### src/source/cache_cfg.svh
// cache geometry for the split L1 tag controller, address split and LRU age widths
`ifndef CACHE_CFG_SVH
`define CACHE_CFG_SVH

`define CACHE_ADDR_W   32
`define LINE_OFFSET_W  6    // 64 byte line

// data cache, 16 sets of 8 ways
`define D_WAYS         8
`define D_INDEX_W      4
`define D_TAG_W        22

// instruction cache, 8 sets of 4 ways
`define I_WAYS         4
`define I_INDEX_W      3
`define I_TAG_W        23

`define WAY_W          3    // enough for the wider cache
`define AGE_W          3

`endif
### src/source/cache_cmd_pkg.sv
// trace command types for the split L1 controller, op codes and address views
`default_nettype none

`include "cache_cfg.svh"

package cache_cmd_pkg;

    typedef enum logic [3:0] {
        OP_DREAD  = 4'd0,
        OP_DWRITE = 4'd1,
        OP_IFETCH = 4'd2,
        OP_INVAL  = 4'd3,   // invalidate from L2
        OP_SNOOP  = 4'd4,   // snoop read from L2
        OP_CLEAR  = 4'd8
    } cache_op_e;

    typedef struct packed {
        logic [`D_TAG_W-1:0]       tag;
        logic [`D_INDEX_W-1:0]     index;
        logic [`LINE_OFFSET_W-1:0] offset;
    } d_addr_t;

    typedef struct packed {
        logic [`I_TAG_W-1:0]       tag;
        logic [`I_INDEX_W-1:0]     index;
        logic [`LINE_OFFSET_W-1:0] offset;
    } i_addr_t;

    // one address word, split differently per cache
    typedef union packed {
        d_addr_t d;
        i_addr_t i;
    } cache_addr_u;

    typedef struct packed {
        cache_op_e   op;
        cache_addr_u addr;
    } cache_cmd_t;

    typedef struct packed {
        cache_op_e             op;
        logic                  icache;
        logic [`D_INDEX_W-1:0] index;  // instruction index zero extended
        logic [`D_TAG_W:0]     tag;    // wide enough for the instruction tag
        logic                  clear;
    } dec_cmd_t;

endpackage

`default_nettype wire

### src/source/cache_line_pkg.sv
// line state and pipeline result types for the split L1 controller
`default_nettype none

`include "cache_cfg.svh"

package cache_line_pkg;

    import cache_cmd_pkg::*;

    typedef enum logic [1:0] {
        MESI_I = 2'd0,
        MESI_S = 2'd1,
        MESI_E = 2'd2,
        MESI_M = 2'd3
    } mesi_e;

    typedef struct packed {
        logic [`D_TAG_W:0]   tag;
        mesi_e               mesi;
        logic [`AGE_W-1:0]   age;   // 0 is most recently used
    } cache_line_t;

    // lookup result handed to the update stage
    typedef struct packed {
        dec_cmd_t            cmd;
        logic                hit;
        logic [`WAY_W-1:0]   way;   // hit way, or victim on a miss
        cache_line_t         line;  // old contents of that way
    } lookup_t;

    typedef struct packed {
        cache_op_e           op;
        logic                hit;
        logic [`WAY_W-1:0]   way;
        logic                evict;
        logic                writeback;
        mesi_e               mesi;
    } cache_resp_t;

endpackage

`default_nettype wire

### src/source/way_lookup.sv
// execute stage, tag compare with hit or victim way choice and same set stall
`timescale 1ns/1ps
`default_nettype none

`include "cache_cfg.svh"

module way_lookup (
    input  wire                         clk_i,
    input  wire                         rst_n_i,
    input  wire                         dec_valid_i,
    output logic                        dec_ready_o,
    input  wire cache_cmd_pkg::dec_cmd_t dec_i,
    output logic                        rd_icache_o,
    output logic [`D_INDEX_W-1:0]       rd_index_o,
    input  wire cache_line_pkg::cache_line_t rd_set_i [`D_WAYS],
    input  wire                         busy_valid_i,
    input  wire                         busy_icache_i,
    input  wire [`D_INDEX_W-1:0]        busy_index_i,
    output logic                        lk_valid_o,
    input  wire                         lk_ready_i,
    output cache_line_pkg::lookup_t     lk_o,
    output cache_line_pkg::cache_line_t lk_set_o [`D_WAYS]
);

    import cache_line_pkg::*;

    logic [`WAY_W:0]   nways;
    logic              hit, inv_found;
    logic [`WAY_W-1:0] hit_way, inv_way, old_way, sel_way;
    logic [`AGE_W-1:0] old_age;
    logic              same_set, stall, can_load;
    lookup_t           lk_d;

    assign rd_icache_o = dec_i.icache;
    assign rd_index_o  = dec_i.index;
    assign nways       = dec_i.icache ? (`WAY_W+1)'(`I_WAYS) : (`WAY_W+1)'(`D_WAYS);

    always_comb begin
        hit       = 1'b0;
        hit_way   = '0;
        inv_found = 1'b0;
        inv_way   = '0;
        old_way   = '0;
        old_age   = rd_set_i[0].age;
        for (int w = 0; w < `D_WAYS; w++) begin
            if (w < int'(nways)) begin
                if (!hit && rd_set_i[w].mesi != MESI_I && rd_set_i[w].tag == dec_i.tag) begin
                    hit     = 1'b1;  // lowest hit way wins
                    hit_way = `WAY_W'(w);
                end
                if (!inv_found && rd_set_i[w].mesi == MESI_I) begin
                    inv_found = 1'b1;
                    inv_way   = `WAY_W'(w);
                end
                if (rd_set_i[w].age > old_age) begin  // strict, ties stay low
                    old_age = rd_set_i[w].age;
                    old_way = `WAY_W'(w);
                end
            end
        end
    end

    assign sel_way = hit ? hit_way : (inv_found ? inv_way : old_way);
    assign lk_d    = '{cmd: dec_i, hit: hit && !dec_i.clear, way: sel_way,
                       line: rd_set_i[sel_way]};

    // wait for the update stage to write back a set we are about to read
    assign same_set    = (busy_icache_i == dec_i.icache) && (busy_index_i == dec_i.index);
    assign stall       = busy_valid_i && !dec_i.clear && (same_set || lk_o.cmd.clear);
    assign can_load    = !lk_valid_o || lk_ready_i;
    assign dec_ready_o = can_load && !stall;

    always_ff @(posedge clk_i) begin
        if (!rst_n_i) begin
            lk_valid_o <= 1'b0;
        end else if (can_load) begin
            lk_valid_o <= dec_valid_i && !stall;
        end
    end

    always_ff @(posedge clk_i) begin
        if (dec_valid_i && dec_ready_o) begin
            lk_o     <= lk_d;
            lk_set_o <= rd_set_i;  // old set travels with the lookup
        end
    end

endmodule

`default_nettype wire

### config.mk
export PLATFORM = sky130hd
export DESIGN_NAME = way_lookup
export DESIGN_NICKNAME = d
export VERILOG_FILES = /design/src/source/cache_cmd_pkg.sv /design/src/source/cache_line_pkg.sv /design/src/source/way_lookup.sv
export VERILOG_INCLUDE_DIRS = /design/src /design/src/source
export SDC_FILE = /design/constraint.sdc
export NUM_CORES = 1
export LEC_CHECK = 0
export BUFFER_PORTS_ARGS = -buffer_cell sky130_fd_sc_hd__clkbuf_2
export CORE_MARGIN = 4
export CORE_UTILIZATION = 25
export CTS_CLUSTER_SIZE = 24
export DETAILED_ROUTE_END_ITERATION = 12
export GPL_TIMING_DRIVEN = 0
export PLACE_DENSITY = 0.54
export SETUP_SLACK_MARGIN = 0.02
export SLEW_MARGIN = 20
export SYNTH_ARGS = -nofsm -noshare
export SYNTH_HDL_FRONTEND = slang
export SYNTH_SLANG_ARGS = --single-unit
### constraint.sdc
create_clock -name clk_i -period 9.8 [get_ports clk_i]
set_input_delay 0.49 -clock clk_i [delete_from_list [all_inputs] [get_ports clk_i]]
set_output_delay 0.49 -clock clk_i [all_outputs]
set_load 0.05 [all_outputs]
; Word-level counts from Yosys, hierarchy flattened
; Index checks and enable logic that the tools add are counted.
[totals]
elab_cells = 218
register_bits = 290
in_bits = 267
out_inout_bits = 296
[classes]
n_mux = 92
bitwise = 1
eq_ne = 10
magnitude_cmp = 16
n_reduce_logical = 64
[op_table]
columns = op, n
row1 = 23-bit equality test, 8
row2 = 3-bit two-way mux, 50
row3 = 28-bit binary-select mux with 3-bit select, 1
row4 = 28-bit two-way mux, 2
row5 = 1-bit two-way mux, 38
row6 = 1-bit logical AND, 29
row7 = 3-bit greater-than comparator, 7
row8 = 1-bit zero test, 17
row9 = 2-bit zero test, 8
row10 = 3-bit by 4-bit less-than comparator with 1-bit output (first input constant), 4
row11 = 2-bit nonzero test, 8
row12 = 1-bit by 4-bit less-than comparator with 1-bit output (first input constant), 2
row13 = 2-bit by 4-bit less-than comparator with 1-bit output (first input constant), 2
row14 = 4-bit equality test, 1
row15 = 4-bit greater-or-equal comparator (second input constant), 1
row16 = 4-bit two-way mux, 1
row17 = 3-bit inverter with 4-bit output, 1
row18 = 1-bit logical OR, 2
row19 = 1-bit equality test, 1

; Depth between registers and ports, before layout
[depth]
ltp_word = 44
mapped_depth = 44
depth_no_buf = 43

; Worst setup path before layout
; Ideal clock, no wire load.
[synth_timing]
kind = input to register
startpoint = in rd_set_i[198] (netlist name)
endpoint = reg lk_o[18] (netlist name) (data pin)
cell_stages = 41
setup_ns = 0.262
slack_ns = 0.594
path_buffers = 2
required_time_ns = 9.538
arrival_time_ns = 8.944
cell_sequence = inv_1 -> ha_1 -> nand3b_1 -> a32oi_1 -> mux2_2 -> ha_1 -> nand3b_1 -> a32oi_1 -> mux2i_1 -> inv_1 -> ha_1 -> nand3b_1 -> a32oi_1 -> mux2_2 -> inv_1 -> ha_1 -> nor2b_1 -> o221ai_1 -> (+5 left out) -> nor2_1 -> a21oi_1 -> ha_1 -> nor2b_1 -> o21a_1 -> o211ai_1 -> mux2_2 -> ha_1 -> a211o_1 -> a21oi_1 -> nand4_1 -> and2_1 -> o311ai_2 -> clkbuf_1 -> clkbuf_1 -> o211ai_1 -> o32ai_1 -> nor3_1
[synth_rtl]
columns = item, line_no
row1 = from (decl), way_lookup.sv:15  ; input wire cache_line_pkg::cache_line_t rd_set_i [`D_WAYS],
row2 = to (signal assigned), way_lookup.sv:83  ; lk_o <= lk_d;
row3 = to (decl), way_lookup.sv:21  ; output cache_line_pkg::lookup_t lk_o,

==> flow_metrics.env <==
export IMPL_fmax_mhz=105.1
export IMPL_num_io_pins=563
export IMPL_ctsHtreeMaxLevel=2
export IMPL_grt_max_degree=100
export IMPL_timing_final_crit_period_ns=9.517
export IMPL_num_rows=89
export IMPL_drv_cap=0
export IMPL_clkSlewWorstSetupHoldPaths_ns=0.06
export IMPL_ir_drop_mv=0.1307
export IMPL_finalMaxSlewViolations=0
export IMPL_ys_types=69
export IMPL_grt_pass1_wl_mm=99.84
export IMPL_syn_area_sq_mm=0.01504
export IMPL_end_kind="register"
export IMPL_avgSynthCellArea_sq_um=12.80
export IMPL_synth_edf_count=289
export IMPL_synth_cells=1175
export IMPL_async_reset_ff_share_pct=0
export IMPL_synthTopCellsByArea="edfxtp_1 (58%), xnor2_1 (8.3%), and3_1 (3.3%), xor2_1 (2.7%), a21boi_0 (2.7%)"
export IMPL_ys_seq_elements=290
export IMPL_start_util_pct=25.39
export IMPL_cpMostUsedCell="ha_1"
export IMPL_critPathLaunchType="primary input"
export IMPL_gr_max_usage_layer="met2"
export IMPL_fin_crit_sh_pct=97.11
export IMPL_cp_required_ns=10.08
export IMPL_drt_wl_total_mm=74.51
export IMPL_yosysTopAreaCell="edfxtp_1"
export IMPL_cp_buffers_inverters=6
export IMPL_cts_num_sinks=290
export IMPL_final_cells=2589
export IMPL_cts_tree="done"
export IMPL_grt_pass1_vias=13430
export IMPL_synth_flop_cell="edfxtp_1"
export IMPL_cp_top_family="compound AO/OA/AOI/OAI gates"
export IMPL_grtUsageMet2_pct=37.15
export IMPL_yosys_warnings=0
export IMPL_core_sq_mm=0.05924
export IMPL_grt_overflow=0
export IMPL_fin_ws_ns=0.2833
export IMPL_drive_gt1_share_pct=44.76
export IMPL_first_pass_iters=7
export IMPL_p_per_area_mw_per_mm2=205.8
export IMPL_finalHoldViolations=0
export IMPL_dieArea_sq_mm=0.06416
export IMPL_numCtsBuffers=36
export IMPL_finClkSkew_ns=0.02501
export IMPL_worstSkewPairLatency_ns=0.55
export IMPL_pre_cts_ws_ns=-1.888
export IMPL_grt_met3_usage_pct=5.423
export IMPL_setup_viol_count_final=0
export IMPL_clockRootBuffer="clkbuf_16"
export IMPL_antenna_found_initial=7
export IMPL_ant_nets=0
export IMPL_vias_per_cell=5.135
export IMPL_syn_to_final_growth_pct=38.65
export IMPL_crit_path_top_delay_cell="mux2_2"
export IMPL_synth_top_area_share_pct=57.69
export IMPL_outcome="completed"
export IMPL_syn_nets=1463
export IMPL_hold_path_class="primary input to register"
export IMPL_drc_errors=0
export IMPL_vias=13290
export IMPL_grt_usage_pct=22.00
export IMPL_met1_usage_pct=28.40
export IMPL_first_iter_violations=1079
export IMPL_worst_slew_pin_slew_ns=0.8372
export IMPL_relSlewSlack_pct=44.19
export IMPL_cpPeakStageDelay_ns=0.37
export IMPL_port_buffers=562
export IMPL_synth_most_common_cell="edfxtp_1"
export IMPL_die_y_um=253.3
export IMPL_cts_buffer_depth=3
export IMPL_fp_dieW_um=253.3
export IMPL_synth_commonest_cells="edfxtp_1 (289), xnor2_1 (142), and3_1 (79)"
export IMPL_critPathArrivalTime_ns=9.80
export IMPL_place_hpwl_mm=60.91
export IMPL_ys_seq_area_share_pct=57.83
export IMPL_cp_max_fo=10
export IMPL_layout_nets=2081
export IMPL_power_leakage_nw=8.295
export IMPL_wl_per_cell_um=28.78
export IMPL_placedCellCount=2513
export IMPL_worstSetupPathType="primary input to register"
export IMPL_gp_congestion=0.9665
-- path summary, 6_finish.rpt --
check / startpoint / slack, ns / end / depth (start not counted)
setup / recovery: rd_set_i[197] / 0.28 / lk_o[18] / 42
hold / removal: dec_i[30] / 0.11 / lk_o[62] / 1
setup reg to reg: lk_o[32] / 7.42 / lk_set_o[197] / 6
hold reg to reg: lk_valid_o / 0.53 / lk_valid_o / 2
-- sequential cells by signal, indices dropped and copies added, names as in the netlist --
signal / flops
lk_o: 65
lk_set_o: 224
lk_valid_o: 1
-- placed cells by master (no fill, tap or decap), types with 22 or more instances in the layout --
master     count
clkbuf_2     572
a211oi_1      22
and3_1        79
nand4_1       50
xnor2_1      142
o211ai_1      28
nor4_1        24
a211oi_2      32
inv_1         22
buf_2         27
nor3_1        35
clkbuf_16     37
a21boi_0      36
xor2_1        47
nand2_1       51
edfxtp_1     289
buf_4         31
-- layer usage --
metal,share of wire [%],vias up
met3,8.1,111
met5,0.036,-
li1,-,5797
met4,2.7,4
met1,41,6640
met2,48,742
-- cell type report --
type	instances	area [sq um]
antenna	2	5.005
buffer	83	518.0
clock buffer	44	952.2
clock inverter	15	185.2
fill	6010	38390
inverter	24	97.59
multi-input combinational	778	6420
sequential	290	8698
tap	773	967.2
timing repair buffer	580	3012
-- cell families (layout without fill, tap and decap cells) --
kind of cell,after synthesis,in the layout,synth area share (%)
and+or+nand+nor,324,324,12.58
DFF,290,290,57.83
AOI/OAI and AO/OA,229,229,12.30
xor gates and xnor gates,189,189,11.00
buffers and inverters,107,746,3.469
adders and majority gates,21,21,1.747
muxes,15,15,1.073
other,0,2,0
-- repair_timing --
item                       4_1_cts  5_1_grt
hold buffers                     0        0
setup buffers                    5       10
resized for setup               75       91
pin swaps                        2       14
setup endpoints to repair       30       30
gates cloned                     0        0
-- through the flow --
step / area [sq um] / hold WS [ns] / util [%] / TNS [ns] / power [W]
final: 20860 / 0.1109 / 35.20 / 0 / 0.004292
after global routing: 20850 / 0.08226 / 35.19 / -0.5577 / 0.004456
after CTS: 20500 / 0.07327 / 34.61 / 0 / 0.004263
after detailed placement: 18920 / 0.5294 / 31.93 / -44.96 / 0.002829
after global placement: 18820 / 0.4993 / 31.77 / -228.38 / 0.002841
after floorplan: 15040 / 0.5889 / - / 0 / 0.002370
-- where the power goes --
group          switching, W  internal, W
Sequential        0.0000273      0.00149
Clock              0.000528     0.000793
Combinational       0.00101     0.000436
Total               0.00157      0.00272
No activity file was read; power rests on OpenSTA's default activity.
