[src/source/cache_cfg.svh]
// cache geometry for the split L1 tag controller, address split and LRU age widths
`ifndef CACHE_CFG_SVH
`define CACHE_CFG_SVH

`define CACHE_ADDR_W   32
`define LINE_OFFSET_W  6    // 64 byte line

// data cache, 16 sets of 8 ways
`define D_WAYS         8
`define D_INDEX_W      4
`define D_TAG_W        22

// instruction cache, 8 sets of 4 ways
`define I_WAYS         4
`define I_INDEX_W      3
`define I_TAG_W        23

`define WAY_W          3    // enough for the wider cache
`define AGE_W          3

`endif
[src/source/cache_cmd_pkg.sv]
// trace command types for the split L1 controller, op codes and address views
`default_nettype none

`include "cache_cfg.svh"

package cache_cmd_pkg;

    typedef enum logic [3:0] {
        OP_DREAD  = 4'd0,
        OP_DWRITE = 4'd1,
        OP_IFETCH = 4'd2,
        OP_INVAL  = 4'd3,   // invalidate from L2
        OP_SNOOP  = 4'd4,   // snoop read from L2
        OP_CLEAR  = 4'd8
    } cache_op_e;

    typedef struct packed {
        logic [`D_TAG_W-1:0]       tag;
        logic [`D_INDEX_W-1:0]     index;
        logic [`LINE_OFFSET_W-1:0] offset;
    } d_addr_t;

    typedef struct packed {
        logic [`I_TAG_W-1:0]       tag;
        logic [`I_INDEX_W-1:0]     index;
        logic [`LINE_OFFSET_W-1:0] offset;
    } i_addr_t;

    // one address word, split differently per cache
    typedef union packed {
        d_addr_t d;
        i_addr_t i;
    } cache_addr_u;

    typedef struct packed {
        cache_op_e   op;
        cache_addr_u addr;
    } cache_cmd_t;

    typedef struct packed {
        cache_op_e             op;
        logic                  icache;
        logic [`D_INDEX_W-1:0] index;  // instruction index zero extended
        logic [`D_TAG_W:0]     tag;    // wide enough for the instruction tag
        logic                  clear;
    } dec_cmd_t;

endpackage

`default_nettype wire

[src/source/trace_decode.sv]
// decode stage, picks the cache and address view for each accepted trace command
`timescale 1ns/1ps
`default_nettype none

`include "cache_cfg.svh"

module trace_decode (
    input  wire                       clk_i,
    input  wire                       rst_n_i,
    input  wire                       cmd_valid_i,
    output logic                      cmd_ready_o,
    input  wire cache_cmd_pkg::cache_cmd_t cmd_i,
    output logic                      dec_valid_o,
    input  wire                       dec_ready_i,
    output cache_cmd_pkg::dec_cmd_t   dec_o
);

    import cache_cmd_pkg::*;

    dec_cmd_t dec_d;

    always_comb begin
        dec_d        = '0;
        dec_d.op     = cmd_i.op;
        dec_d.icache = (cmd_i.op == OP_IFETCH);
        dec_d.clear  = (cmd_i.op == OP_CLEAR);
        if (dec_d.icache) begin
            dec_d.index = {{(`D_INDEX_W-`I_INDEX_W){1'b0}}, cmd_i.addr.i.index};
            dec_d.tag   = cmd_i.addr.i.tag;
        end else begin
            dec_d.index = cmd_i.addr.d.index;
            dec_d.tag   = {1'b0, cmd_i.addr.d.tag};
        end
    end

    assign cmd_ready_o = !dec_valid_o || dec_ready_i;  // slice empty or draining

    always_ff @(posedge clk_i) begin
        if (!rst_n_i) begin
            dec_valid_o <= 1'b0;
        end else if (cmd_ready_o) begin
            dec_valid_o <= cmd_valid_i;
        end
    end

    always_ff @(posedge clk_i) begin
        if (cmd_valid_i && cmd_ready_o) begin
            dec_o <= dec_d;
        end
    end

endmodule

`default_nettype wire

[config.mk]
export PLATFORM = sky130hd
export DESIGN_NAME = trace_decode
export DESIGN_NICKNAME = d
export VERILOG_FILES = /design/src/source/cache_cmd_pkg.sv /design/src/source/trace_decode.sv
export VERILOG_INCLUDE_DIRS = /design/src /design/src/source
export SDC_FILE = /design/constraint.sdc
export NUM_CORES = 1
export LEC_CHECK = 0
export BUFFER_PORTS_ARGS = -buffer_cell sky130_fd_sc_hd__buf_4
export CORE_MARGIN = 8
export CORE_UTILIZATION = 40
export DETAILED_ROUTE_END_ITERATION = 7
export MAX_ROUTING_LAYER = met4
export PLACE_DENSITY = 0.84
export SYNTH_ARGS = -nofsm -noshare
export SYNTH_HDL_FRONTEND = slang
export SYNTH_SLANG_ARGS = --single-unit
[constraint.sdc]
create_clock -name clk_i -period 3.61 [get_ports clk_i]
set_input_delay 0.1805 -clock clk_i [delete_from_list [all_inputs] [get_ports clk_i]]
set_output_delay 0.1805 -clock clk_i [all_outputs]
set_load 0.01 [all_outputs]
Word-level counts from Yosys, hierarchy flattened
Index checks and enable logic that the tools add are counted.

Equal/unequal tests: 2. Mux-type cells: 1. Reductions and logical operators: 3.

Operator list (count): 2-to-1 mux 22 bit (1); == test 4 x 2 -> 1 bit, second input constant (1); == test 4 bit, second input constant (1); logical AND 1 bit (1); logical NOT 1 bit (1); logical OR 1 bit (1).

Register bits: 34. Bits of input ports: 40. Output and inout bits: 35. Word-level logic and storage cells: 14.

Longest topological paths before layout
Gate-level depths: netlist of the first run.

Word-level depth: 3. Gate-level depth with buffers: 3.

Worst setup path after synthesis of the first run
OpenSTA, ideal clock, no wires.

Kind: register to register. Start: register dec_valid_o. End: register dec_o[0] in the netlist's numbering (enable). Setup time: 0.393 ns. Arrival: 1.324 ns. Slack: 1.893 ns. Stages on the path, launching flop included: 3. Buffers on the path: 0. Period minus slack after synthesis: 1.717 ns. Cells stage by stage: dfxtp_1 -> nand2b_1 -> and2_1.

Longest elaborated chain between the ends: 3.

RTL lines: from (decl) (line trace_decode.sv:13) `output logic dec_valid_o,`; from (signal assigned) (line trace_decode.sv:42) `dec_valid_o <= cmd_valid_i;`; logical NOT 1 bit (line trace_decode.sv:36) `assign cmd_ready_o = !dec_valid_o || dec_ready_i;`; logical OR 1 bit (line trace_decode.sv:36); via cmd_ready_o (line trace_decode.sv:11) `output logic cmd_ready_o,`; logical AND 1 bit (line trace_decode.sv:47) `if (cmd_valid_i && cmd_ready_o) begin`; to (signal assigned) (line trace_decode.sv:48) `dec_o <= dec_d;`; to (decl) (line trace_decode.sv:15) `output cache_cmd_pkg::dec_cmd_t dec_o`.

The timed path passes the listed nets, and every way through them passes these cells. A chain may end at the register's enable or synchronous reset.

Worst setup path after layout of the first run
Start: register dec_valid_o. End: register dec_o[3] in the netlist's numbering (enable).

Longest elaborated chain between the ends: 3.

RTL lines (line): logical NOT 1 bit (trace_decode.sv:36); logical OR 1 bit (trace_decode.sv:36); logical AND 1 bit (trace_decode.sv:47).

Every way passes these cells.

==> results of run 1 <==
==> routing by layer <==
metal,wire (µm),GRT usage (%),vias up
met5,0,-,-
met2,1450,18.3,47
met3,451,6.33,6
met1,1140,11.9,390
met4,63,5.99,0
li1,-,-,408
==> worst min path at each step <==
stage | from | endpoint | slack, ns | depth (start not counted)
2_1_floorplan | cmd_i[6] | dec_o[24]$_DFFE_PP_ | 0.28 | 0
3_3_place_gp | cmd_i[6] | dec_o[24]$_DFFE_PP_ | 0.36 | 1
3_5_place_dp | cmd_i[6] | dec_o[24]$_DFFE_PP_ | 0.36 | 1
4_1_cts | cmd_i[6] | dec_o[24]$_DFFE_PP_ | 0.01 | 1
5_1_grt | cmd_i[6] | dec_o[24]$_DFFE_PP_ | 0.002 | 1
6_report | cmd_i[6] | dec_o[24]$_DFFE_PP_ | 0.02 | 1
==> critical path: stages, from the launching register on <==
cell	delay, ns
dfxtp_1	0.32
nand2b_1	0.10
and2_1	0.39
buf_4	0.39
==> registers in the layout, indices dropped and copies added (netlist names) <==
| register | count |
|---|---|
| dec_o | 33 |
| dec_valid_o | 1 |
==> logic make-up (layout without fill, tap and decap cells) <==
logic type	Yosys count	count (layout)
multiplexers	22	22
AO/OA/AOI/OAI	1	1
flip-flops	34	34
AND/OR/NAND/NOR	6	6
buffers and inverters	3	78
==> stage by stage <==
step           setup slack, ns  util, %  instance area [µm²]  hold WS [ns]
4_1_cts                   2.05     59.5                 1960        0.0104
2_1_floorplan             1.89        -                 1350         0.279
6_report                  2.09     59.5                 1960        0.0241
3_3_place_gp              2.09     58.2                 1910         0.361
5_1_grt                   1.97     59.5                 1960       0.00172
3_5_place_dp              2.03     58.2                 1910         0.361
==> layout by cell type (no fill, tap or decap) <==
cell type / instances
and2_1: 2
nor4b_4: 1
clkbuf_4: 5
buf_4: 70
nand2b_1: 1
mux2_1: 1
clkbuf_1: 2
inv_1: 1
dfxtp_1: 1
a21boi_0: 1
nor2b_1: 1
edfxtp_1: 33
mux2_2: 21
nor4b_1: 1
==> power by group through the flow <==
stage	clock network, µW	logic, µW	registers, µW
floorplan	0	28.5	491
global placement	0	113	477
detailed placement	0	116	478
CTS	195	117	469
global route	211	124	472
finish	188	114	469
==> area by class of cell <==
class	instances	area, µm²
clock buffers	7	45.0
fillers	264	1330
inverters	1	3.75
multi-input cells	29	313
flip-flops and latches	34	1010
well taps	46	57.6
repair buffers	70	526
==> flow_metrics.tcl, run 1 <==
set metrics [dict create \
    status "complete, no violations" \
    yosysTopAreaCell "edfxtp_1" \
    grt_pass1_wl_mm 4.61 \
    sw_frac_of_total_pct 22.0 \
    p_comb_share_pct 14.8 \
    antenna_found_initial 0 \
    synth_top_family_by_area "multiplexers" \
    drt_pass1_iterations 3 \
    wl_mm 3.10 \
    yosysWarningCount 0 \
    ios 75 \
    cts.sinks 34 \
    reg2reg_depth 3 \
    worstReg2RegStart "dec_valid_o$_SDFFE_PN0P_" \
    grt_pass1_vias 902 \
    cap_violations 0 \
    post_cts_resized 0 \
    p_per_area_nw_per_um2 395 \
    finalPower_uw 772 \
    post_cts_buffers 0 \
    clock_latency_ns 0.32 \
    worstSetupStartpointType "flip-flop" \
    hold_viol 0 \
    slew_viol_final 0 \
    yosysMostFrequentCell "edfxtp_1" \
    ys_seq_elements 34 \
    synth_simple_gate_area_share_pct 4.26 \
    track_usage_pct 11.8 \
    nets 181 \
    crit_path_start "dec_valid_o$_SDFFE_PN0P_" \
    rows 21 \
    post-dp-hpwl_mm 2.43 \
    worstSetupEndpointType "flip-flop" \
    netlist_top_cells_count "33 x edfxtp_1, 21 x mux2_2, 2 x and2_1, 2 x buf_6" \
    detailedRoute.firstIterationViolations 79 \
    crit_fanout 25 \
    tns_ns 0 \
    async_reset_ff_share_pct 0 \
    setup.worst_path.end "dec_o[3]$_DFFE_PP_" \
    drive_above_1_share_pct 68.8 \
    fp.dieH_um 74.1 \
    clockBufferDepth 2 \
    path_clk_slew_ns 0.09 \
    die_area_um2 5490 \
    fin_crit_sh_pct 42.2 \
    vias 851 \
    diodes 0 \
    grt_max_degree 26 \
    reg2reg_to "dec_o[3]$_DFFE_PP_" \
    synth-compound-area-share_pct 0.556 \
    grt_remaining_overflow 0 \
    fin_crit_ns 1.52 \
    final-setup-viol-count 0 \
    die_x_um 74.1 \
    antenna_left 0 \
    syn-instance-count 66 \
    start_util_pct 41.1 \
    cts_root_buf "clkbuf_4" \
    area_growth_pct 44.9 \
    routed_via_density 4.55 \
    cts_buffers 5 \
    cts_tree "yes" \
    p_clk_share_pct 24.4 \
    synth_xor_area_share_pct 0 \
    syn_avg_cell_area_um2 20.5 \
    rrSetupSlack_ns 2.09 \
    synth.area.top_cells "edfxtp_1 73%, mux2_2 18%, nor4b_4 1.8%" \
    synth_top_area_share_pct 73.4 \
    synth_edf_count 33 \
    cp.required_ns 3.62 \
    leakage_uw 0.000796 \
    p_seq_share_pct 60.8 \
    hp-class "in -> reg" \
    drc 0 \
    syn_area_um2 1350 \
    core_area_um2 3280 \
    worstMarginPinSlew_ns 0.406 \
    globalplace.congestion 0.721 \
    port_buffers 68 \
    setup.worst_path.class "reg -> reg" \
    fin_cells 187 \
    critical_path_arrival_ns 1.53 \
    avgRoutedWirePerCell_um 16.6 \
    syn_nets 106 \
    peakVddDrop_uv 152 \
    yosysUniqueCellTypes 12 \
    synth_ff_type "edfxtp_1" \
    dp.cells 180 \
    yosysSeqAreaShare_pct 74.9 \
    fmax_mhz 656 \
    synthAdderAreaFrac_pct 0 \
    synthMuxAreaShare_pct 18.4 \
    h-tree-depth 2 \
    holdBufCountCts 0 \
    switchingPower_uw 170 \
    slew-limit-headroom_pct 72.9 \
    skew_ns 0.00454 \
    rsz0062_at_grt "false" \
    p_int_uw 602 \
]
Power figures use the tool's default switching activity.
==> inputs of run 2 (changes only) <==
--- a/config.mk
+++ b/config.mk
@@ -6,12 +6,13 @@
 export SDC_FILE = /design/constraint.sdc
 export NUM_CORES = 1
 export LEC_CHECK = 0
+export ABC_AREA = 1
 export BUFFER_PORTS_ARGS = -buffer_cell sky130_fd_sc_hd__buf_4
 export CORE_MARGIN = 8
 export CORE_UTILIZATION = 40
 export DETAILED_ROUTE_END_ITERATION = 7
 export MAX_ROUTING_LAYER = met4
-export PLACE_DENSITY = 0.84
+export PLACE_DENSITY = 0.86
 export SYNTH_ARGS = -nofsm -noshare
 export SYNTH_HDL_FRONTEND = slang
 export SYNTH_SLANG_ARGS = --single-unit
==> constraint.sdc (replaced) <==
create_clock -name clk_i -period 1.35 [get_ports clk_i]
set_input_delay 0.0675 -clock clk_i [delete_from_list [all_inputs] [get_ports clk_i]]
set_output_delay 0.0675 -clock clk_i [all_outputs]
set_load 0.01 [all_outputs]
==> run 2 against run 1 <==
Net effect:
- worst setup slack lost 1.9 ns
- routed wire length increased by 15%
- power grew to 2.8 times the previous value
- count of clock-buffer cells in the layout decreased by 1
- critical path type is now in -> reg
- largest power group unchanged
- highest routed layer unchanged
==> flow_metrics.tcl, run 2 <==
set metrics [dict create \
    slew-limit-headroom_pct 82.1 \
    leakage_uw 0.00101 \
    rows 21 \
    fin_crit_ns 1.20 \
    synth.area.top_cells "edfxtp_1 69%, nand2_1 12%, nand3_1 7.7%" \
    syn_area_um2 1430 \
    peakVddDrop_uv 409 \
    largest_register_ffs 33 \
    fin_crit_sh_pct 89.0 \
    cp.required_ns 1.43 \
    async_reset_ff_share_pct 0 \
    avgRoutedWirePerCell_um 14.1 \
    worstMarginPinSlew_ns 0.268 \
    critical_path_arrival_ns 1.28 \
    post-route-util_pct 63.8 \
    p_comb_share_pct 17.5 \
    most-common-layout-cells "70 x buf_4, 45 x nand2_1, 33 x edfxtp_1" \
    clock_latency_ns 0.32 \
    synth_top_area_share_pct 69.4 \
    holdBufCountCts 11 \
    regMostFlops "dec_o" \
    drive_above_1_share_pct 40.8 \
    p_per_area_nw_per_um2 990 \
    h-tree-depth 2 \
    tns_ns 0 \
    grt_max_degree 34 \
    dp.cells 232 \
    p_int_uw 1630 \
    detailedRoute.firstIterationViolations 103 \
    skew_ns 0.00451 \
    largestRegisters "dec_o x33, dec_valid_o x1" \
    worstSetupEndpointType "flip-flop" \
    port_buffers 68 \
    routed_via_density 4.68 \
    cp_cell_sequence "dlygate4sd3_1 > buf_4 > nor2_4 > nand2_4 > nand2_1 > nand2_1" \
    wl_mm 3.56 \
    cts_root_buf "clkbuf_4" \
    hp-class "in -> reg" \
    sw_frac_of_total_pct 23.8 \
    path_clk_slew_ns 0.10 \
    syn-instance-count 121 \
    crit_fanout 24 \
    p_seq_share_pct 58.7 \
    yosysWarningCount 0 \
    fin_cells 253 \
    grt_pass1_wl_mm 5.51 \
    yosysMostFrequentCell "nand2_1" \
    drc 0 \
    cts.sinks 34 \
    final_common_cell "buf_4" \
    yosysSeqAreaShare_pct 70.8 \
    antenna_left 0 \
    yosysTopAreaCell "edfxtp_1" \
    slew_viol_final 0 \
    synth_ff_type "edfxtp_1" \
    yosysUniqueCellTypes 15 \
    p_clk_share_pct 23.8 \
    setup.worst_path.class "in -> reg" \
    worstSetupStartpointType "input pin" \
    cap_violations 0 \
    hold_viol 0 \
    final-setup-viol-count 0 \
    grt_pass1_vias 1212 \
    slowest_stage "dlygate4sd3_1" \
    globalplace.congestion 0.778 \
    fp.dieH_um 75.7 \
    switchingPower_uw 510 \
    syn_nets 161 \
    rrSetupSlack_ns 0.33 \
    drt_pass1_iterations 4 \
    antenna_found_initial 1 \
    rsz0062_at_grt "false" \
    clockBufferDepth 2 \
    netlist_top_cells_count "45 x nand2_1, 33 x edfxtp_1, 22 x nand3_1, 5 x inv_1, 4 x buf_4" \
    die_x_um 75.7 \
    ys_seq_elements 34 \
    cts_buffers 5 \
    syn_avg_cell_area_um2 11.8 \
    area_growth_pct 51.5 \
    cts_tree "yes" \
    cp_common_cell "nand2_1" \
    core_area_um2 3390 \
    fmax_mhz 832 \
    status "complete, no violations" \
    post_cts_buffers 0 \
    die_area_um2 5740 \
    nets 245 \
    vias 1185 \
    start_util_pct 42.1 \
    ios 75 \
    cp_slowest_stage_delay_ns 0.56 \
    track_usage_pct 13.2 \
    post-dp-hpwl_mm 2.53 \
    grt_remaining_overflow 0 \
    synth_edf_count 33 \
    post_cts_resized 0 \
]
==> run 2: cell count changes after synthesis, moves of 2 or more <==
| cell | before | now |
|---|---|---|
| nand2_1 | 0 | 45 |
| buf_4 | 0 | 4 |
| nand3_1 | 0 | 22 |
| inv_1 | 1 | 5 |
| mux2_2 | 21 | 0 |
| nor2_4 | 0 | 2 |
| and2_1 | 2 | 0 |
==> run 2: layout make-up <==
class	count	area (µm²)
clock inverter	2	8.76
tap	46	57.6
clock buffer	6	41.3
timing repair buffer	83	666
multi-input combinational	75	353
antenna	1	2.50
sequential	34	1010
fill	272	1230
inverter	6	22.5
==> run 2: logic make-up (layout without fill, tap and decap cells) <==
group | after synthesis | in the layout | synth area share (%)
and+or+nand+nor | 73 | 73 | 23.1
DFF | 34 | 34 | 70.8
buffers and inverters | 12 | 97 | 5.26
AOI/OAI and AO/OA | 2 | 2 | 0.876
other | 0 | 1 | 0
==> run 2: worst paths after layout <==
check | from | to | depth (start not counted)
max | cmd_i[35] | dec_o[7]$_DFFE_PP_ | 6
min | cmd_i[13] | dec_o[4]$_DFFE_PP_ | 3
max reg2reg | dec_valid_o$_SDFFE_PN0P_ | dec_o[30]$_DFFE_PP_ | 2
min reg2reg | dec_valid_o$_SDFFE_PN0P_ | dec_valid_o$_SDFFE_PN0P_ | 2
==> run 2: worst max-delay path, delay by kind of cell <==
family | cells | cell delay (ns)
and+or+nand+nor | 4 | 0.49
buffers and inverters | 2 | 0.72
==> run 2: per-stage QoR <==
stage	power (µW)	worst slack (ns)	hold WS [ns]	instance area, µm²
5_1_grt	2240	0.0763	0.00327	2160
3_3_place_gp	1620	0.359	0.246	1990
4_1_cts	2160	0.178	0.00113	2150
3_5_place_dp	1630	0.351	0.249	1990
6_report	2140	0.149	0.0144	2160
2_1_floorplan	1420	0.0117	0.166	1440
==> run 2: power groups by stage <==
stage	clock network, µW	logic, µW	registers, µW
after floorplan	0	102	1320
after global placement	0	342	1280
after detailed placement	0	350	1280
after CTS	529	377	1260
after global routing	568	410	1260
final	510	375	1260
==> run 2: routing by layer <==
metal  track usage (%)  up-vias  share of wire (%)  routed length (µm)
met1              12.9      537                 38                1340
li1                  -      580                  -                   -
met5                 -        -                  0                   0
met2              22.3       58                 48                1720
met4              5.97        0                1.9                  68
met3              5.66       10                 12                 434
