<file path="config.mk">
export PLATFORM = sky130hd
export DESIGN_NAME = line_update
export DESIGN_NICKNAME = d
export VERILOG_FILES = /design/src/source/cache_cmd_pkg.sv /design/src/source/cache_line_pkg.sv /design/src/source/line_update.sv
export VERILOG_INCLUDE_DIRS = /design/src /design/src/source
export SDC_FILE = /design/constraint.sdc
export NUM_CORES = 1
export LEC_CHECK = 0
export ABC_CLOCK_PERIOD_IN_PS = 4500
export BUFFER_PORTS_ARGS = -buffer_cell sky130_fd_sc_hd__buf_4
export CAP_MARGIN = 20
export CORE_AREA = 5 5 211 213
export DETAILED_ROUTE_END_ITERATION = 8
export DIE_AREA = 0 0 216 218
export HOLD_SLACK_MARGIN = 0.12
export PLACE_DENSITY_LB_ADDON = 0.3
export SLEW_MARGIN = 0
export SYNTH_ARGS = -nofsm -noshare
export SYNTH_HDL_FRONTEND = slang
export SYNTH_SLANG_ARGS = --single-unit
</file>
<file path="constraint.sdc">
create_clock -name clk_i -period 4.5 [get_ports clk_i]
set_input_delay 1.35 -clock clk_i [delete_from_list [all_inputs] [get_ports clk_i]]
set_output_delay 1.35 -clock clk_i [all_outputs]
set_load 0.02 [all_outputs]
</file>
<file path="src/source/cache_cfg.svh">
// cache geometry for the split L1 tag controller, address split and LRU age widths
`ifndef CACHE_CFG_SVH
`define CACHE_CFG_SVH

`define CACHE_ADDR_W   32
`define LINE_OFFSET_W  6    // 64 byte line

// data cache, 16 sets of 8 ways
`define D_WAYS         8
`define D_INDEX_W      4
`define D_TAG_W        22

// instruction cache, 8 sets of 4 ways
`define I_WAYS         4
`define I_INDEX_W      3
`define I_TAG_W        23

`define WAY_W          3    // enough for the wider cache
`define AGE_W          3

`endif
</file>
<file path="src/source/cache_cmd_pkg.sv">
// trace command types for the split L1 controller, op codes and address views
`default_nettype none

`include "cache_cfg.svh"

package cache_cmd_pkg;

    typedef enum logic [3:0] {
        OP_DREAD  = 4'd0,
        OP_DWRITE = 4'd1,
        OP_IFETCH = 4'd2,
        OP_INVAL  = 4'd3,   // invalidate from L2
        OP_SNOOP  = 4'd4,   // snoop read from L2
        OP_CLEAR  = 4'd8
    } cache_op_e;

    typedef struct packed {
        logic [`D_TAG_W-1:0]       tag;
        logic [`D_INDEX_W-1:0]     index;
        logic [`LINE_OFFSET_W-1:0] offset;
    } d_addr_t;

    typedef struct packed {
        logic [`I_TAG_W-1:0]       tag;
        logic [`I_INDEX_W-1:0]     index;
        logic [`LINE_OFFSET_W-1:0] offset;
    } i_addr_t;

    // one address word, split differently per cache
    typedef union packed {
        d_addr_t d;
        i_addr_t i;
    } cache_addr_u;

    typedef struct packed {
        cache_op_e   op;
        cache_addr_u addr;
    } cache_cmd_t;

    typedef struct packed {
        cache_op_e             op;
        logic                  icache;
        logic [`D_INDEX_W-1:0] index;  // instruction index zero extended
        logic [`D_TAG_W:0]     tag;    // wide enough for the instruction tag
        logic                  clear;
    } dec_cmd_t;

endpackage

`default_nettype wire

</file>
<file path="src/source/cache_line_pkg.sv">
// line state and pipeline result types for the split L1 controller
`default_nettype none

`include "cache_cfg.svh"

package cache_line_pkg;

    import cache_cmd_pkg::*;

    typedef enum logic [1:0] {
        MESI_I = 2'd0,
        MESI_S = 2'd1,
        MESI_E = 2'd2,
        MESI_M = 2'd3
    } mesi_e;

    typedef struct packed {
        logic [`D_TAG_W:0]   tag;
        mesi_e               mesi;
        logic [`AGE_W-1:0]   age;   // 0 is most recently used
    } cache_line_t;

    // lookup result handed to the update stage
    typedef struct packed {
        dec_cmd_t            cmd;
        logic                hit;
        logic [`WAY_W-1:0]   way;   // hit way, or victim on a miss
        cache_line_t         line;  // old contents of that way
    } lookup_t;

    typedef struct packed {
        cache_op_e           op;
        logic                hit;
        logic [`WAY_W-1:0]   way;
        logic                evict;
        logic                writeback;
        mesi_e               mesi;
    } cache_resp_t;

endpackage

`default_nettype wire

</file>
<file path="src/source/line_update.sv">
// result stage, next MESI and LRU ages, set write back and response register
`timescale 1ns/1ps
`default_nettype none

`include "cache_cfg.svh"

module line_update (
    input  wire                         clk_i,
    input  wire                         rst_n_i,
    input  wire                         lk_valid_i,
    output logic                        lk_ready_o,
    input  wire cache_line_pkg::lookup_t lk_i,
    input  wire cache_line_pkg::cache_line_t set_i [`D_WAYS],
    output logic                        busy_valid_o,
    output logic                        busy_icache_o,
    output logic [`D_INDEX_W-1:0]       busy_index_o,
    output logic                        wr_en_o,
    output logic                        wr_icache_o,
    output logic [`D_INDEX_W-1:0]       wr_index_o,
    output cache_line_pkg::cache_line_t wr_set_o [`D_WAYS],
    output logic                        clear_o,
    output logic                        resp_valid_o,
    input  wire                         resp_ready_i,
    output cache_line_pkg::cache_resp_t resp_o
);

    import cache_cmd_pkg::*;
    import cache_line_pkg::*;

    logic [`WAY_W:0] nways;
    cache_line_t     new_set [`D_WAYS];
    cache_resp_t     resp_d;
    logic            lk_fire;

    assign nways = lk_i.cmd.icache ? (`WAY_W+1)'(`I_WAYS) : (`WAY_W+1)'(`D_WAYS);

    always_comb begin
        new_set = set_i;
        resp_d  = '{op: lk_i.cmd.op, hit: lk_i.hit, way: lk_i.way,
                    evict: 1'b0, writeback: 1'b0, mesi: MESI_I};
        case (lk_i.cmd.op)
            OP_DREAD, OP_DWRITE, OP_IFETCH: begin
                for (int w = 0; w < `D_WAYS; w++) begin
                    if (w < int'(nways) && set_i[w].age != '1) begin
                        // hit ages only the younger ways, miss ages every valid way
                        if (lk_i.hit ? (set_i[w].age < lk_i.line.age)
                                     : (set_i[w].mesi != MESI_I)) begin
                            new_set[w].age = set_i[w].age + 1'b1;
                        end
                    end
                end
                new_set[lk_i.way].tag = lk_i.cmd.tag;
                new_set[lk_i.way].age = '0;
                if (lk_i.cmd.op == OP_DWRITE) begin
                    new_set[lk_i.way].mesi = MESI_M;
                end else if (!lk_i.hit) begin
                    new_set[lk_i.way].mesi = MESI_E;  // fill
                end
                resp_d.evict     = !lk_i.hit && (lk_i.line.mesi != MESI_I);
                resp_d.writeback = !lk_i.hit && (lk_i.line.mesi == MESI_M);
                resp_d.mesi      = new_set[lk_i.way].mesi;
            end
            OP_INVAL: begin
                if (lk_i.hit) begin
                    new_set[lk_i.way].mesi = MESI_I;
                end
            end
            OP_SNOOP: begin
                if (lk_i.hit && (lk_i.line.mesi == MESI_M || lk_i.line.mesi == MESI_E)) begin
                    new_set[lk_i.way].mesi = MESI_S;
                end
                if (lk_i.hit) begin
                    resp_d.mesi = new_set[lk_i.way].mesi;
                end
            end
            default: begin  // clear
                resp_d.hit = 1'b0;
                resp_d.way = '0;
            end
        endcase
    end

    assign lk_ready_o = !resp_valid_o || resp_ready_i;
    assign lk_fire    = lk_valid_i && lk_ready_o;

    // store is written on the same edge that registers the response
    assign wr_en_o     = lk_fire && !lk_i.cmd.clear;
    assign clear_o     = lk_fire && lk_i.cmd.clear;
    assign wr_icache_o = lk_i.cmd.icache;
    assign wr_index_o  = lk_i.cmd.index;
    assign wr_set_o    = new_set;

    assign busy_valid_o  = lk_valid_i;
    assign busy_icache_o = lk_i.cmd.icache;
    assign busy_index_o  = lk_i.cmd.index;

    always_ff @(posedge clk_i) begin
        if (!rst_n_i) begin
            resp_valid_o <= 1'b0;
        end else if (lk_ready_o) begin
            resp_valid_o <= lk_valid_i;
        end
    end

    always_ff @(posedge clk_i) begin
        if (lk_fire) begin
            resp_o <= resp_d;
        end
    end

endmodule

`default_nettype wire

</file>
Word-level counts from Yosys, hierarchy flattened. Index checks and enable logic that the tools add are counted.

$add $sub $neg: 8. Order comparisons: 18. Equal/unequal tests: 14. Muxes and demuxes: 60. Bitwise logic cells: 1. Reductions and logical operators: 32.

Operator list (number): $bwmux 224 (6); $mux 224 (6); $pmux 224 s3 (1); $demux 28 s3 (3); $bmux 28 s3 (2); $mux 3 (25); $mux 28 (1); $mux 5 (5); $add 3x1->3 const B (8); $lt 3x3->1 (8); $ne 3x3->1 const B (8); $reduce_bool 2->1 (9); $lt 3x4->1 const A (4); $logic_and 1x1->1 (15); $eq 4x2->1 const B (2); $lt 1x4->1 const A (2); $lt 2x4->1 const A (2); $mux 1 (8); $reduce_or 5->1 (1); $eq 2x2->1 const B (2); $eq 4x1->1 const B (1); $eq 4x3->1 const B (1); $ge 4x4->1 const B (1); $logic_not 4->1 (1); other kinds (8) (11).

Flip-flop bits (word level): 13. Input port bits: 293. Output and inout bits: 251. Word-level logic and storage cells: 140.

Longest topological paths before layout. Gate-level depths: netlist of run 1.

Word-level depth: 15. Depth in mapped cells: 8. Depth with buffers taken out: 7.

Worst setup path after synthesis of run 1. Ideal clock, no wire load.

Path type: input to output. Start point: input port lk_i[61] (netlist bit). End point: output port wr_set_o[31] (netlist bit). Data arrival time: 2.754 ns. Data required time: 3.150 ns. Path slack: 0.396 ns. Stages: 6. Path buffers: 1. Path through: or2_2 nor3b_1 and3_1 buf_2 a21oi_1 o21ai_0.

RTL lines: start, declared (RTL line line_update.sv:12) `input wire cache_line_pkg::lookup_t lk_i,`; end, declared (RTL line line_update.sv:20) `` output cache_line_pkg::cache_line_t wr_set_o [`D_WAYS], ``.

==> results, run 1 <==
- In this run the standard cell core region covers 0.0425 sq mm.
- The post-route setup TNS is 0 ns.
- The average cell area after synthesis is 7.51 sq um.
- Dividing total power by cell area gives a power density of 140 mW/mm^2.
- The synthesized design spends more area on one cell type than any other, namely mux2_2.
- STA classifies the critical path startpoint as an input pin.
- The final instance area is 0.00963 sq mm.
- The final max-slew violation count is 0.
- The number of nets handed over by synthesis was 957.
- The setup violation total in the final timing report is 0.
- The post-synthesis async set-or-reset flop share is 0.
- After detailed routing, the average wire length per cell comes to 26.3 microns.
- Entering global routing, the biggest net connects 27 pins.
- The tree built by TritonCTS fans out to 13 sinks.
- Summed over all cells, the static leakage comes to 4.61 nW.
- By area the synthesized netlist is led by mux2_2, nand2_1, ha_1.
- The ratio of routed vias to standard cells is 4.21.
- The global-route total usage across every layer is 0.176.
- Of the synthesized area, sequential elements account for 0.0802.
- The largest stage delay on the critical path is 0.37 ns.
- Counting both buffers and inverters, the worst setup path holds a total of 4.
- The first detailed-routing pass took 5 iterations.
- Summed over all nets, the half-perimeter wirelength after detailed placement is 38.5 mm.
- After clock tree synthesis, the setup repair step added 0 buffers.
- The tree is rooted in a clkbuf_16.
- The layout cell share with drive strength beyond 1 is 0.622.
- On the critical path, the stage with the largest delay is an instance of mux2_2.
- Of the available clock period, the critical path in the final layout requires 0.982.
- The commonest cells after synthesis are nand2_1, mux2_2, a21oi_1.
- The cell family contributing the most delay on the critical path is buffers and inverters.
- The worst setup path is of the in2out kind.
- The share of the synthesized area in the top cell type is 0.318.
- After the first detailed-routing iteration, the DRC count stood at 279.
- For the pin with the worst max-slew slack, the measured transition is 0.596 ns.
- The number of enable flip-flop cells after synthesis is 12.
- Counting the buffers created by CTS gives 3.
- CTS built an H-tree with a depth of 1.
- The detailed-route wire length is 44.5 mm.
- The initial cell density of the core is 0.112.
- The first global-routing pass estimated 59.4 mm of wire.
- The clock slew at the register clock pins of the worst setup and hold paths is 0.05 ns.
- TritonCTS built the clock tree.
- The synthesized design contains 13 register bits.
- In the synthesized netlist the dominant register cell turns out to be edfxtp_1.
- The instance area after placement is 0.00953 sq mm.
- The number of buffers on the longest clock path is 2.
- The routed via count is 7,140.
- The post-route DRC violation count is 0.
- The area of the die is 0.0471 sq mm.
- The clock insertion delay at the later pin of the skew report is 0.25 ns.
- On the final layout, the worst hold slack is 0.566 ns.
- After the last flow step, the layout net total stands at 1,465.
- The layout filler cell count is 4,722.
- The initial antenna violation count is 11.
- From left edge to right edge, the die measures 216 microns.
- The signal on the critical path passes through buf_4, a211o_1, buf_12, nor3_4, buf_12, mux2_2, buf_4.
- The most common cell in the netlist is nand2_1.
- The run finished with clean final reports.
- The number of nets with antenna violations after detailed routing is 0.
- STA classifies the critical path endpoint as an output pin.
- Summed over all layers, the global routing overflow is 0.
- Routability-driven placement finished with a final weighted congestion of 0.886.
- Hold repair after CTS inserted 0 buffers.
- The summed instance area of the synthesized netlist is 0.00474 sq mm.
- The maximum VDD drop is 0.0000988 V.
- The count of buffers added on input and output ports is 508.
- The routed design could run at a clock period as short as 4.42 ns.
- The remaining max-slew budget at the tightest pin is 0.603.
- The path category of the worst min-delay check is reg2reg.
- The worst setup skew after layout is 0.00106 ns.
- Post-CTS repair changed the size of 0 cells.
- After synthesis, the netlist uses 55 different library cells.
- Synthesis produced a netlist whose cell count is 632.
- The number of failing hold endpoints at the final stage is 0.
- From synthesis to final layout, the design area changed by 103%.
- The required time of the worst setup path is 3.15 ns.
- The max capacitance violation total is 0.
- Setup repair after global routing left no endpoint under its margin.
- The maximum fanout along the worst path is 17.
- The worst endpoint data arrival time is 3.07 ns.
- The number of global-route vias before repair was 7,485.
- From bottom edge to top edge, the die measures 218 microns.
- Yosys printed 0 warnings.
- The floorplan has 76 rows.
- In this run the count of I/O pins placed on the die edge is 544.
- The highest achievable clock rate is 226 MHz.
==> final timing paths <==
kind                      from  slack [ns]  cells past startpoint            to
setup / recovery      lk_i[62]        0.08                      7  wr_set_o[52]
setup reg to reg  resp_valid_o        3.19                      2     resp_o[0]
hold reg to reg   resp_valid_o        0.57                      2  resp_valid_o
hold / removal    resp_valid_o        0.57                      2  resp_valid_o
==> logic make-up (layout without fill, tap and decap cells) <==
| kind of cell | after synthesis | count (layout) | share of synthesized area |
|---|---|---|---|
| compound gates | 128 | 128 | 0.179 |
| buf+inv | 57 | 564 | 0.0654 |
| xor+xnor | 6 | 6 | 0.0111 |
| flops | 13 | 13 | 0.0802 |
| mux | 140 | 140 | 0.334 |
| simple gates | 256 | 256 | 0.245 |
| fa+ha+maj | 32 | 32 | 0.0844 |
| other cells | 0 | 9 | 0 |
==> metrics by stage <==
| step | power [mW] | cells | setup slack [ns] | util |
|---|---|---|---|---|
| after detailed placement | 1.19 | 1681 | 0.0986 | 0.224 |
| after CTS | 1.37 | 1685 | 0.0829 | 0.226 |
| after global placement | 1.19 | 1681 | 0.0903 | 0.224 |
| after global routing | 1.43 | 1686 | 0.0278 | 0.226 |
| after floorplan | 0.593 | 632 | 0.396 | - |
| final | 1.35 | 1694 | 0.0806 | 0.227 |
==> area by class of cell <==
cell class                 count  area, sq um  area share
antenna                        9         22.5     0.00234
timing repair buffer         554         4360       0.453
clock buffer                   4         78.8     0.00819
sequential                    13          380      0.0395
tap                          546          683      0.0709
inverter                       6         22.5     0.00234
multi-input combinational    562         4080       0.424
==> placed cells by master, fill, tap and decap left out, types with 12 or more instances in the layout <==
cell,netlist,layout
edfxtp_1,12,12
mux2_2,134,134
a21oi_1,41,41
nor3_1,19,19
o21a_1,13,13
buf_12,0,16
buf_4,17,538
o21ai_0,16,16
ha_1,32,32
nand2_1,158,156
nor2_1,24,24
==> sequential cells by signal (all words and copies together), names as in the netlist <==
register / cells
resp_valid_o: 1
resp_o: 12
==> power by group <==
| part | switching, mW | leakage, nW | total [mW] | internal (mW) |
|---|---|---|---|---|
| logic | 0.558 | 4.44 | 1.04 | 0.477 |
| clock network | 0.0523 | 0.0382 | 0.172 | 0.120 |
| registers | 0.00224 | 0.127 | 0.144 | 0.142 |
==> layer usage <==
metal,GRT usage,vias to the layer above,part of all wire
met5,0,-,0.0016
met4,0.0594,12,0.036
met3,0.0571,55,0.085
met2,0.308,352,0.49
met1,0.203,3411,0.39
li1,-,3310,-
==> worst reg2reg max path, cell delays in order, from the launching register on <==
cell and delay (ns):
dfxtp_1 0.30, nand2b_1 0.11, and2_1 0.52
Note: power is estimated with default switching activity, not from simulation.
==> run 2, diff against run 1 <==
--- a/config.mk
+++ b/config.mk
@@ -13,7 +13,8 @@
 export DETAILED_ROUTE_END_ITERATION = 8
 export DIE_AREA = 0 0 216 218
 export HOLD_SLACK_MARGIN = 0.12
-export PLACE_DENSITY_LB_ADDON = 0.3
+export MAX_ROUTING_LAYER = met4
+export PLACE_DENSITY_LB_ADDON = 0.2
 export SLEW_MARGIN = 0
 export SYNTH_ARGS = -nofsm -noshare
 export SYNTH_HDL_FRONTEND = slang
==> results, run 2 (synthesis gave the netlist of run 1 again) <==
- The run finished with clean final reports.
- The max capacitance violation total was 0 (unchanged).
- The number of nets with antenna violations after detailed routing came to 0 (unchanged).
- The number of buffers added by the clock tree synthesis step is 3 (unchanged).
- The largest stage delay on the critical path is 0.36 ns (about the same).
- The nature of the critical path startpoint is an input pin.
- The average wire length per cell after detail routing came to 25.7 microns (-2.0%).
- The CTS sink count is 13 (unchanged).
- The standard-cell row count is 76 (unchanged).
- The areal power density over the cells is 139 mW/mm^2 (-0.82%).
- The die height was 218 microns (unchanged).
- The kind of critical path is in2out.
- The final clock period utilization by the worst path is 0.989 (+0.00698).
- The layout overhead on the synthesized area is 103%.
- The path category of the worst min-delay check is reg2reg.
- The clock slew at the register clock pins of the worst setup and hold paths came to 0.04 ns (about the same).
- The final global-route overflow total is 0 (unchanged).
- The flip-flop count of the largest register, all copies and words added is 12 (unchanged).
- The post-placement worst setup slack is 0.0512 ns (-0.0473 ns).
- The cell type of the slowest stage on the worst timing path is or3_1.
- The setup fix buffers added after clock tree synthesis is 0 (unchanged).
- The I/O pin total is 544 (unchanged).
- The area of the die is 0.0471 sq mm (unchanged).
- The clock insertion delay at the later pin of the skew report is 0.24 ns (about the same).
- The CTS tree is done.
- Setup repair after global routing left no endpoint under its margin.
- The global-route met3 utilization is 0.0546 (-0.00250).
- The final max-slew violation count is 0 (unchanged).
- The minimum period implied by the final worst setup slack is 4.45 ns (+0.0314 ns).
- The dominant delay contributor by cell family on the critical path is compound AO/OA/AOI/OAI gates.
- The register-to-register setup slack is 3.20 ns (about the same).
- The filler-free cell count of the finished design was 1,694 (unchanged).
- The last weighted congestion value of the routability-driven placer is 0.857 (-3.2%).
- The number of global-route vias before repair is 7,508 (+0.31%).
- The die outline width is 216 microns (unchanged).
- The met1 demand-to-capacity share in global routing came to 0.205 (+0.00217).
- The global-route total usage across every layer was 0.178 (+0.00204).
- The largest registers in the layout are resp_o: 12 flops, resp_valid_o: 1 flops.
- The leakage component of the power is 4.62 nW (+0.40%).
- In this run the critical register-to-register path is captured at resp_o[0].
- The number of cell instances on the worst register-to-register path was 2 (unchanged).
- The utilization after layout is 0.227 (+0.000353).
- The number of failing hold endpoints at the final stage was 0 (unchanged).
- The detailed-route wire length is 43.6 mm (-2.0%).
- The global routing met2 resource utilization is 0.299 (-0.00915).
- The total chip power came to 1.34 mW (-0.67%).
- The post-DP HPWL came to 37.3 mm (-3.2%).
- The actual transition at the worst max-transition pin is 0.567 ns (-0.0284 ns).
- The hold slack is 0.563 ns (-0.00284 ns).
- In this run the worst setup path terminates at wr_set_o[142].
- The critical path starts at lk_i[62].
- The DRC marker count from the first detailed-route iteration is 272 (-2.5%).
- The total placed cells including tap cells is 1,686 (+0.30%).
- The required time of the worst setup path is 3.15 ns (about the same).
- Leaving out fill and tap cells, the most frequent cell in the layout is buf_4.
- The initial cell density of the core was 0.112 (unchanged).
- The cell type with the highest occurrence count on the critical path is buf_4.
- The maximum number of pins on one net before global-route repair is 29 (+7.4%).
- The layout cell share with drive strength beyond 1 was 0.625 (+0.00252).
- The worst register-to-register path begins at resp_valid_o.
- The buffer type at the clock tree root is clkbuf_16.
- The maximum fanout along the worst path is 6 (-11).
- The first-pass iteration count of the detailed router came to 5 (unchanged).
- The register with the most flip-flops is resp_o.
- The highest achievable clock rate is 225 MHz (-0.71%).
- The ratio of routed vias to standard cells is 4.15 (-1.6%).
- The layer flagged by global routing as most heavily used is met2.
- The post-route DRC violation count is 0 (unchanged).
- The endpoint class of the critical path is an output pin.
- The maximum VDD drop was 0.0000831 V (-16%).
- The final critical-path setup slack was 0.0492 ns (-0.0314 ns).
- The number of buffers on the longest clock path is 2 (unchanged).
- The remaining max-slew budget at the tightest pin is 0.622 (+0.0189).
- The routed via count is 7,023 (-1.6%).
- The area of the core was 0.0425 sq mm (unchanged).
- The final instance area came to 0.00964 sq mm (+0.16%).
- The maximum level of the CTS H-tree came to 1 (unchanged).
- In the layout the commonest cells are buf_4, nand2_1, mux2_2.
- The number of nets in the layout is 1,470 (+0.34%).
- The setup violation total in the final timing report is 0 (unchanged).
- The post-route setup TNS was 0 ns (unchanged).
- The number of buffers and inverters on the critical path is 3 (-1).
- The instance area after placement is 0.00955 sq mm (+0.26%).
- The worst setup skew after layout is 0.000671 ns (-0.000389 ns).
- Traced cell by cell, the critical path runs through buf_4, a211o_1, buf_4, or3_1, a21oi_2, nor2_1, a32o_1, buf_4.
- The port buffer count was 508 (unchanged).
- The path length in cells of the critical path is 8 (+1).
- The worst endpoint data arrival time is 3.10 ns (+0.03 ns).
- The initial antenna violation count is 4 (-7).
- The first-pass GRT wire length is 58.6 mm (-1.3%).
[run 2: cell types whose count changed in the layout (fill, tap and decap cells not counted), sizes merged]
| cell | before | now |
|---|---|---|
| buf | 554 | 559 |
| diode | 9 | 4 |
[run 2: final cells by class]
type | count | area, sq um
Antenna cell | 4 | 10.0
Clock buffer | 4 | 78.8
Fill cell | 4783 | 32900
Inverter | 6 | 22.5
Multi-Input combinational cell | 562 | 4090
Sequential cell | 13 | 380
Tap cell | 546 | 683
Timing Repair Buffer | 559 | 4380
[run 2: worst register-to-register path, cell delays in order, from the launching register on]
cell	delay, ns
dfxtp_1	0.31
nand2b_1	0.12
and2_1	0.51
[run 2: how the worst min path moves through the flow]
stage	slack, ns	from	cells past startpoint	end
finish	0.56	resp_valid_o	2	resp_valid_o
floorplan	0.76	resp_valid_o	2	resp_valid_o
global placement	0.55	resp_valid_o	2	resp_valid_o
CTS	0.57	resp_valid_o	2	resp_valid_o
detailed placement	0.56	resp_valid_o	2	resp_valid_o
global route	0.60	resp_valid_o	2	resp_valid_o
[run 2: power breakdown]
| part | switching, mW | internal (mW) |
|---|---|---|
| clock network | 0.0470 | 0.119 |
| logic | 0.551 | 0.481 |
| registers | 0.00203 | 0.142 |
| total | 0.600 | 0.742 |
[run 2: what timing repair did]
action                     4_1_cts  5_1_grt
hold buffers                     0        0
gates resized for setup          0        1
setup endpoints to repair        0        2
[run 2: metal layers]
metal,vias to the layer above,share of wire
li1,3306,-
met1,3351,0.40
met2,324,0.48
met3,42,0.083
met4,0,0.036
met5,-,0
==> run 3, diff against run 2 <==
--- a/config.mk
+++ b/config.mk
@@ -7,7 +7,7 @@
 export NUM_CORES = 1
 export LEC_CHECK = 0
 export ABC_CLOCK_PERIOD_IN_PS = 4500
-export BUFFER_PORTS_ARGS = -buffer_cell sky130_fd_sc_hd__buf_4
+export BUFFER_PORTS_ARGS = -buffer_cell sky130_fd_sc_hd__buf_2
 export CAP_MARGIN = 20
 export CORE_AREA = 5 5 211 213
 export DETAILED_ROUTE_END_ITERATION = 8
==> results, run 3 (synthesis gave the netlist of run 1 again) <==
- The required time of the worst setup path is 3.15 ns (about the same).
- The maximum VDD drop came to 0.000165 V (+98%).
- The clock slew at the register clock pins of the worst setup and hold paths is 0.04 ns (about the same).
- The area of the core was 0.0425 sq mm (unchanged).
- The initial cell density of the core came to 0.112 (unchanged).
- The first-pass iteration count of the detailed router is 4 (-1).
- The global-route total usage across every layer is 0.176 (-0.00185).
- The final clock period utilization by the worst path was 0.988 (-0.00137).
- The met1 demand-to-capacity share in global routing is 0.214 (+0.00867).
- The number of buffers added by the clock tree synthesis step is 3 (unchanged).
- The flow ran to the end, and the final reports show no timing, DRC or antenna violations.
- resp_o holds more flip-flops than any other register.
- The number of global-route vias before repair came to 7,488 (-0.27%).
- The first-pass GRT wire length is 58.4 mm (-0.47%).
- The worst setup skew after layout came to 0.00176 ns (+0.00109 ns).
- The port buffer count is 508 (unchanged).
- The final global-route overflow total was 0 (unchanged).
- The hold slack is 0.546 ns (-0.0173 ns).
- The clock insertion delay at the later pin of the skew report was 0.24 ns (about the same).
- The largest registers in the layout are resp_o: 12 flops, resp_valid_o: 1 flops.
- The die height is 218 microns (unchanged).
- The last weighted congestion value of the routability-driven placer is 0.892 (+4.0%).
- The max capacitance violation total is 0 (unchanged).
- The number of nets in the layout is 1,478 (+0.54%).
- In this run the most used layer during global routing was met2.
- The area of the die is 0.0471 sq mm (unchanged).
- The most common cell after layout, fill and taps aside is buf_2.
- Setup repair after global routing could not meet its margin everywhere.
- The highest achievable clock rate is 225 MHz (+0.14%).
- The maximum level of the CTS H-tree is 1 (unchanged).
- The register-to-register setup slack is 3.23 ns (+0.03 ns).
- The tightest min-delay check is of the reg2reg type.
- The final max-slew violation count was 0 (unchanged).
- The instance area after placement is 0.00829 sq mm (-13%).
- The initial antenna violation count is 13 (+9).
- The worst setup path is captured at an output pin.
- The actual transition at the worst max-transition pin came to 0.553 ns (-0.0139 ns).
- The layout cell share with drive strength beyond 1 is 0.630 (+0.00521).
- The number of failing hold endpoints at the final stage is 0 (unchanged).
- The minimum period implied by the final worst setup slack is 4.44 ns (-0.00618 ns).
- The routed via count came to 7,116 (+1.3%).
- The ratio of routed vias to standard cells was 4.17 (+0.61%).
- The detailed-route wire length was 43.2 mm (-0.96%).
- The I/O pin total came to 544 (unchanged).
- The post-route DRC violation count is 0 (unchanged).
- The post-DP HPWL was 37.3 mm (+0.20%).
- The number of buffers on the longest clock path came to 2 (unchanged).
- The terminus of the critical flop-to-flop path is resp_o[0].
- The leakage component of the power is 4.24 nW (-8.4%).
- The utilization after layout is 0.199 (-0.0278).
- The global routing met2 resource utilization is 0.296 (-0.00368).
- The final instance area is 0.00846 sq mm (-12%).
- The flip-flop count of the largest register, all copies and words added is 12 (unchanged).
- The maximum fanout along the worst path was 14 (+8).
- The standard-cell row count is 76 (unchanged).
- TritonCTS built the clock tree.
- The number of cell instances on the worst register-to-register path is 2 (unchanged).
- The CTS sink count is 13 (unchanged).
- The reg-to-reg critical path startpoint is resp_valid_o.
- Compared with the post-synthesis result, the final layout area differs by 78.4%.
- The DRC marker count from the first detailed-route iteration is 330 (+21%).
- The global-route met3 utilization came to 0.0432 (-0.0114).
- The library cells used most frequently in the layout, excluding fill and tap cells, are buf_2, nand2_1, mux2_2.
- The number of nets with antenna violations after detailed routing was 0 (unchanged).
- The die outline width was 216 microns (unchanged).
- The worst endpoint data arrival time is 3.09 ns (about the same).
- The filler-free cell count of the finished design is 1,706 (+0.71%).
- The total placed cells including tap cells is 1,692 (+0.36%).
- The worst hold path terminates at resp_valid_o.
- The worst hold path depth was 2 (unchanged).
- The average wire length per cell after detail routing came to 25.3 microns (-1.7%).
- The areal power density over the cells is 142 mW/mm^2 (+1.9%).
- The buffer type at the clock tree root is clkbuf_16.
- The maximum number of pins on one net before global-route repair is 26 (-10%).
- The nature of the critical path startpoint is an input pin.
- The remaining max-slew budget at the tightest pin is 0.631 (+0.00925).
- The startpoint identified for the worst hold timing path is resp_valid_o.
- The setup violation total in the final timing report is 0 (unchanged).
- The kind of critical path is in2out.
[run 3: where the power goes]
| part | leakage (nW) | total, mW | switching [mW] | internal (mW) |
|---|---|---|---|---|
| logic | 4.07 | 0.890 | 0.549 | 0.341 |
| clock network | 0.0382 | 0.167 | 0.0477 | 0.119 |
| registers | 0.127 | 0.143 | 0.00150 | 0.142 |
[run 3: area by class of cell]
class | count | area [sq um]
well taps | 546 | 683
diodes | 8 | 20.0
inverters | 6 | 22.5
flip-flops and latches | 13 | 380
clock buffers | 4 | 78.8
fillers | 4892 | 34000
repair buffers | 567 | 3170
multi-input cells | 562 | 4110
[run 3: what timing repair did]
item	4_1_cts	5_1_grt
hold buffers	0	0
gates resized for setup	0	6
setup endpoints to repair	0	11
setup buffers	0	1
[run 3: layer usage]
layer,vias to the layer above,part of all wire
met5,-,0
met4,0,0.031
met3,48,0.073
met2,348,0.48
met1,3381,0.42
li1,3339,-
[run 3: how the worst max path moves through the flow]
stage,end,startpoint,depth (start not counted),slack (ns)
2_1_floorplan,wr_set_o[31],lk_i[61],6,0.40
3_3_place_gp,wr_set_o[46],lk_i[62],7,0.03
3_5_place_dp,wr_set_o[46],lk_i[62],7,0.03
4_1_cts,wr_set_o[46],lk_i[62],7,0.01
5_1_grt,wr_set_o[142],lk_i[62],8,-0.005
6_report,wr_set_o[38],lk_i[62],8,0.06
[run 3: per-stage QoR]
step           power (mW)  worst slack (ns)  TNS [ns]
2_1_floorplan       0.593             0.396         0
3_3_place_gp         1.04            0.0312         0
3_5_place_dp         1.04            0.0294         0
4_1_cts              1.22            0.0132         0
5_1_grt              1.28          -0.00470  -0.00864
6_report             1.20            0.0553         0
[run 3: critical path: stages]
cell and delay [ns]:
buf_2 0.13, a211o_1 0.37, buf_12 0.19, nor3_4 0.20
buf_12 0.14, buf_12 0.15, mux2_2 0.37, buf_2 0.18
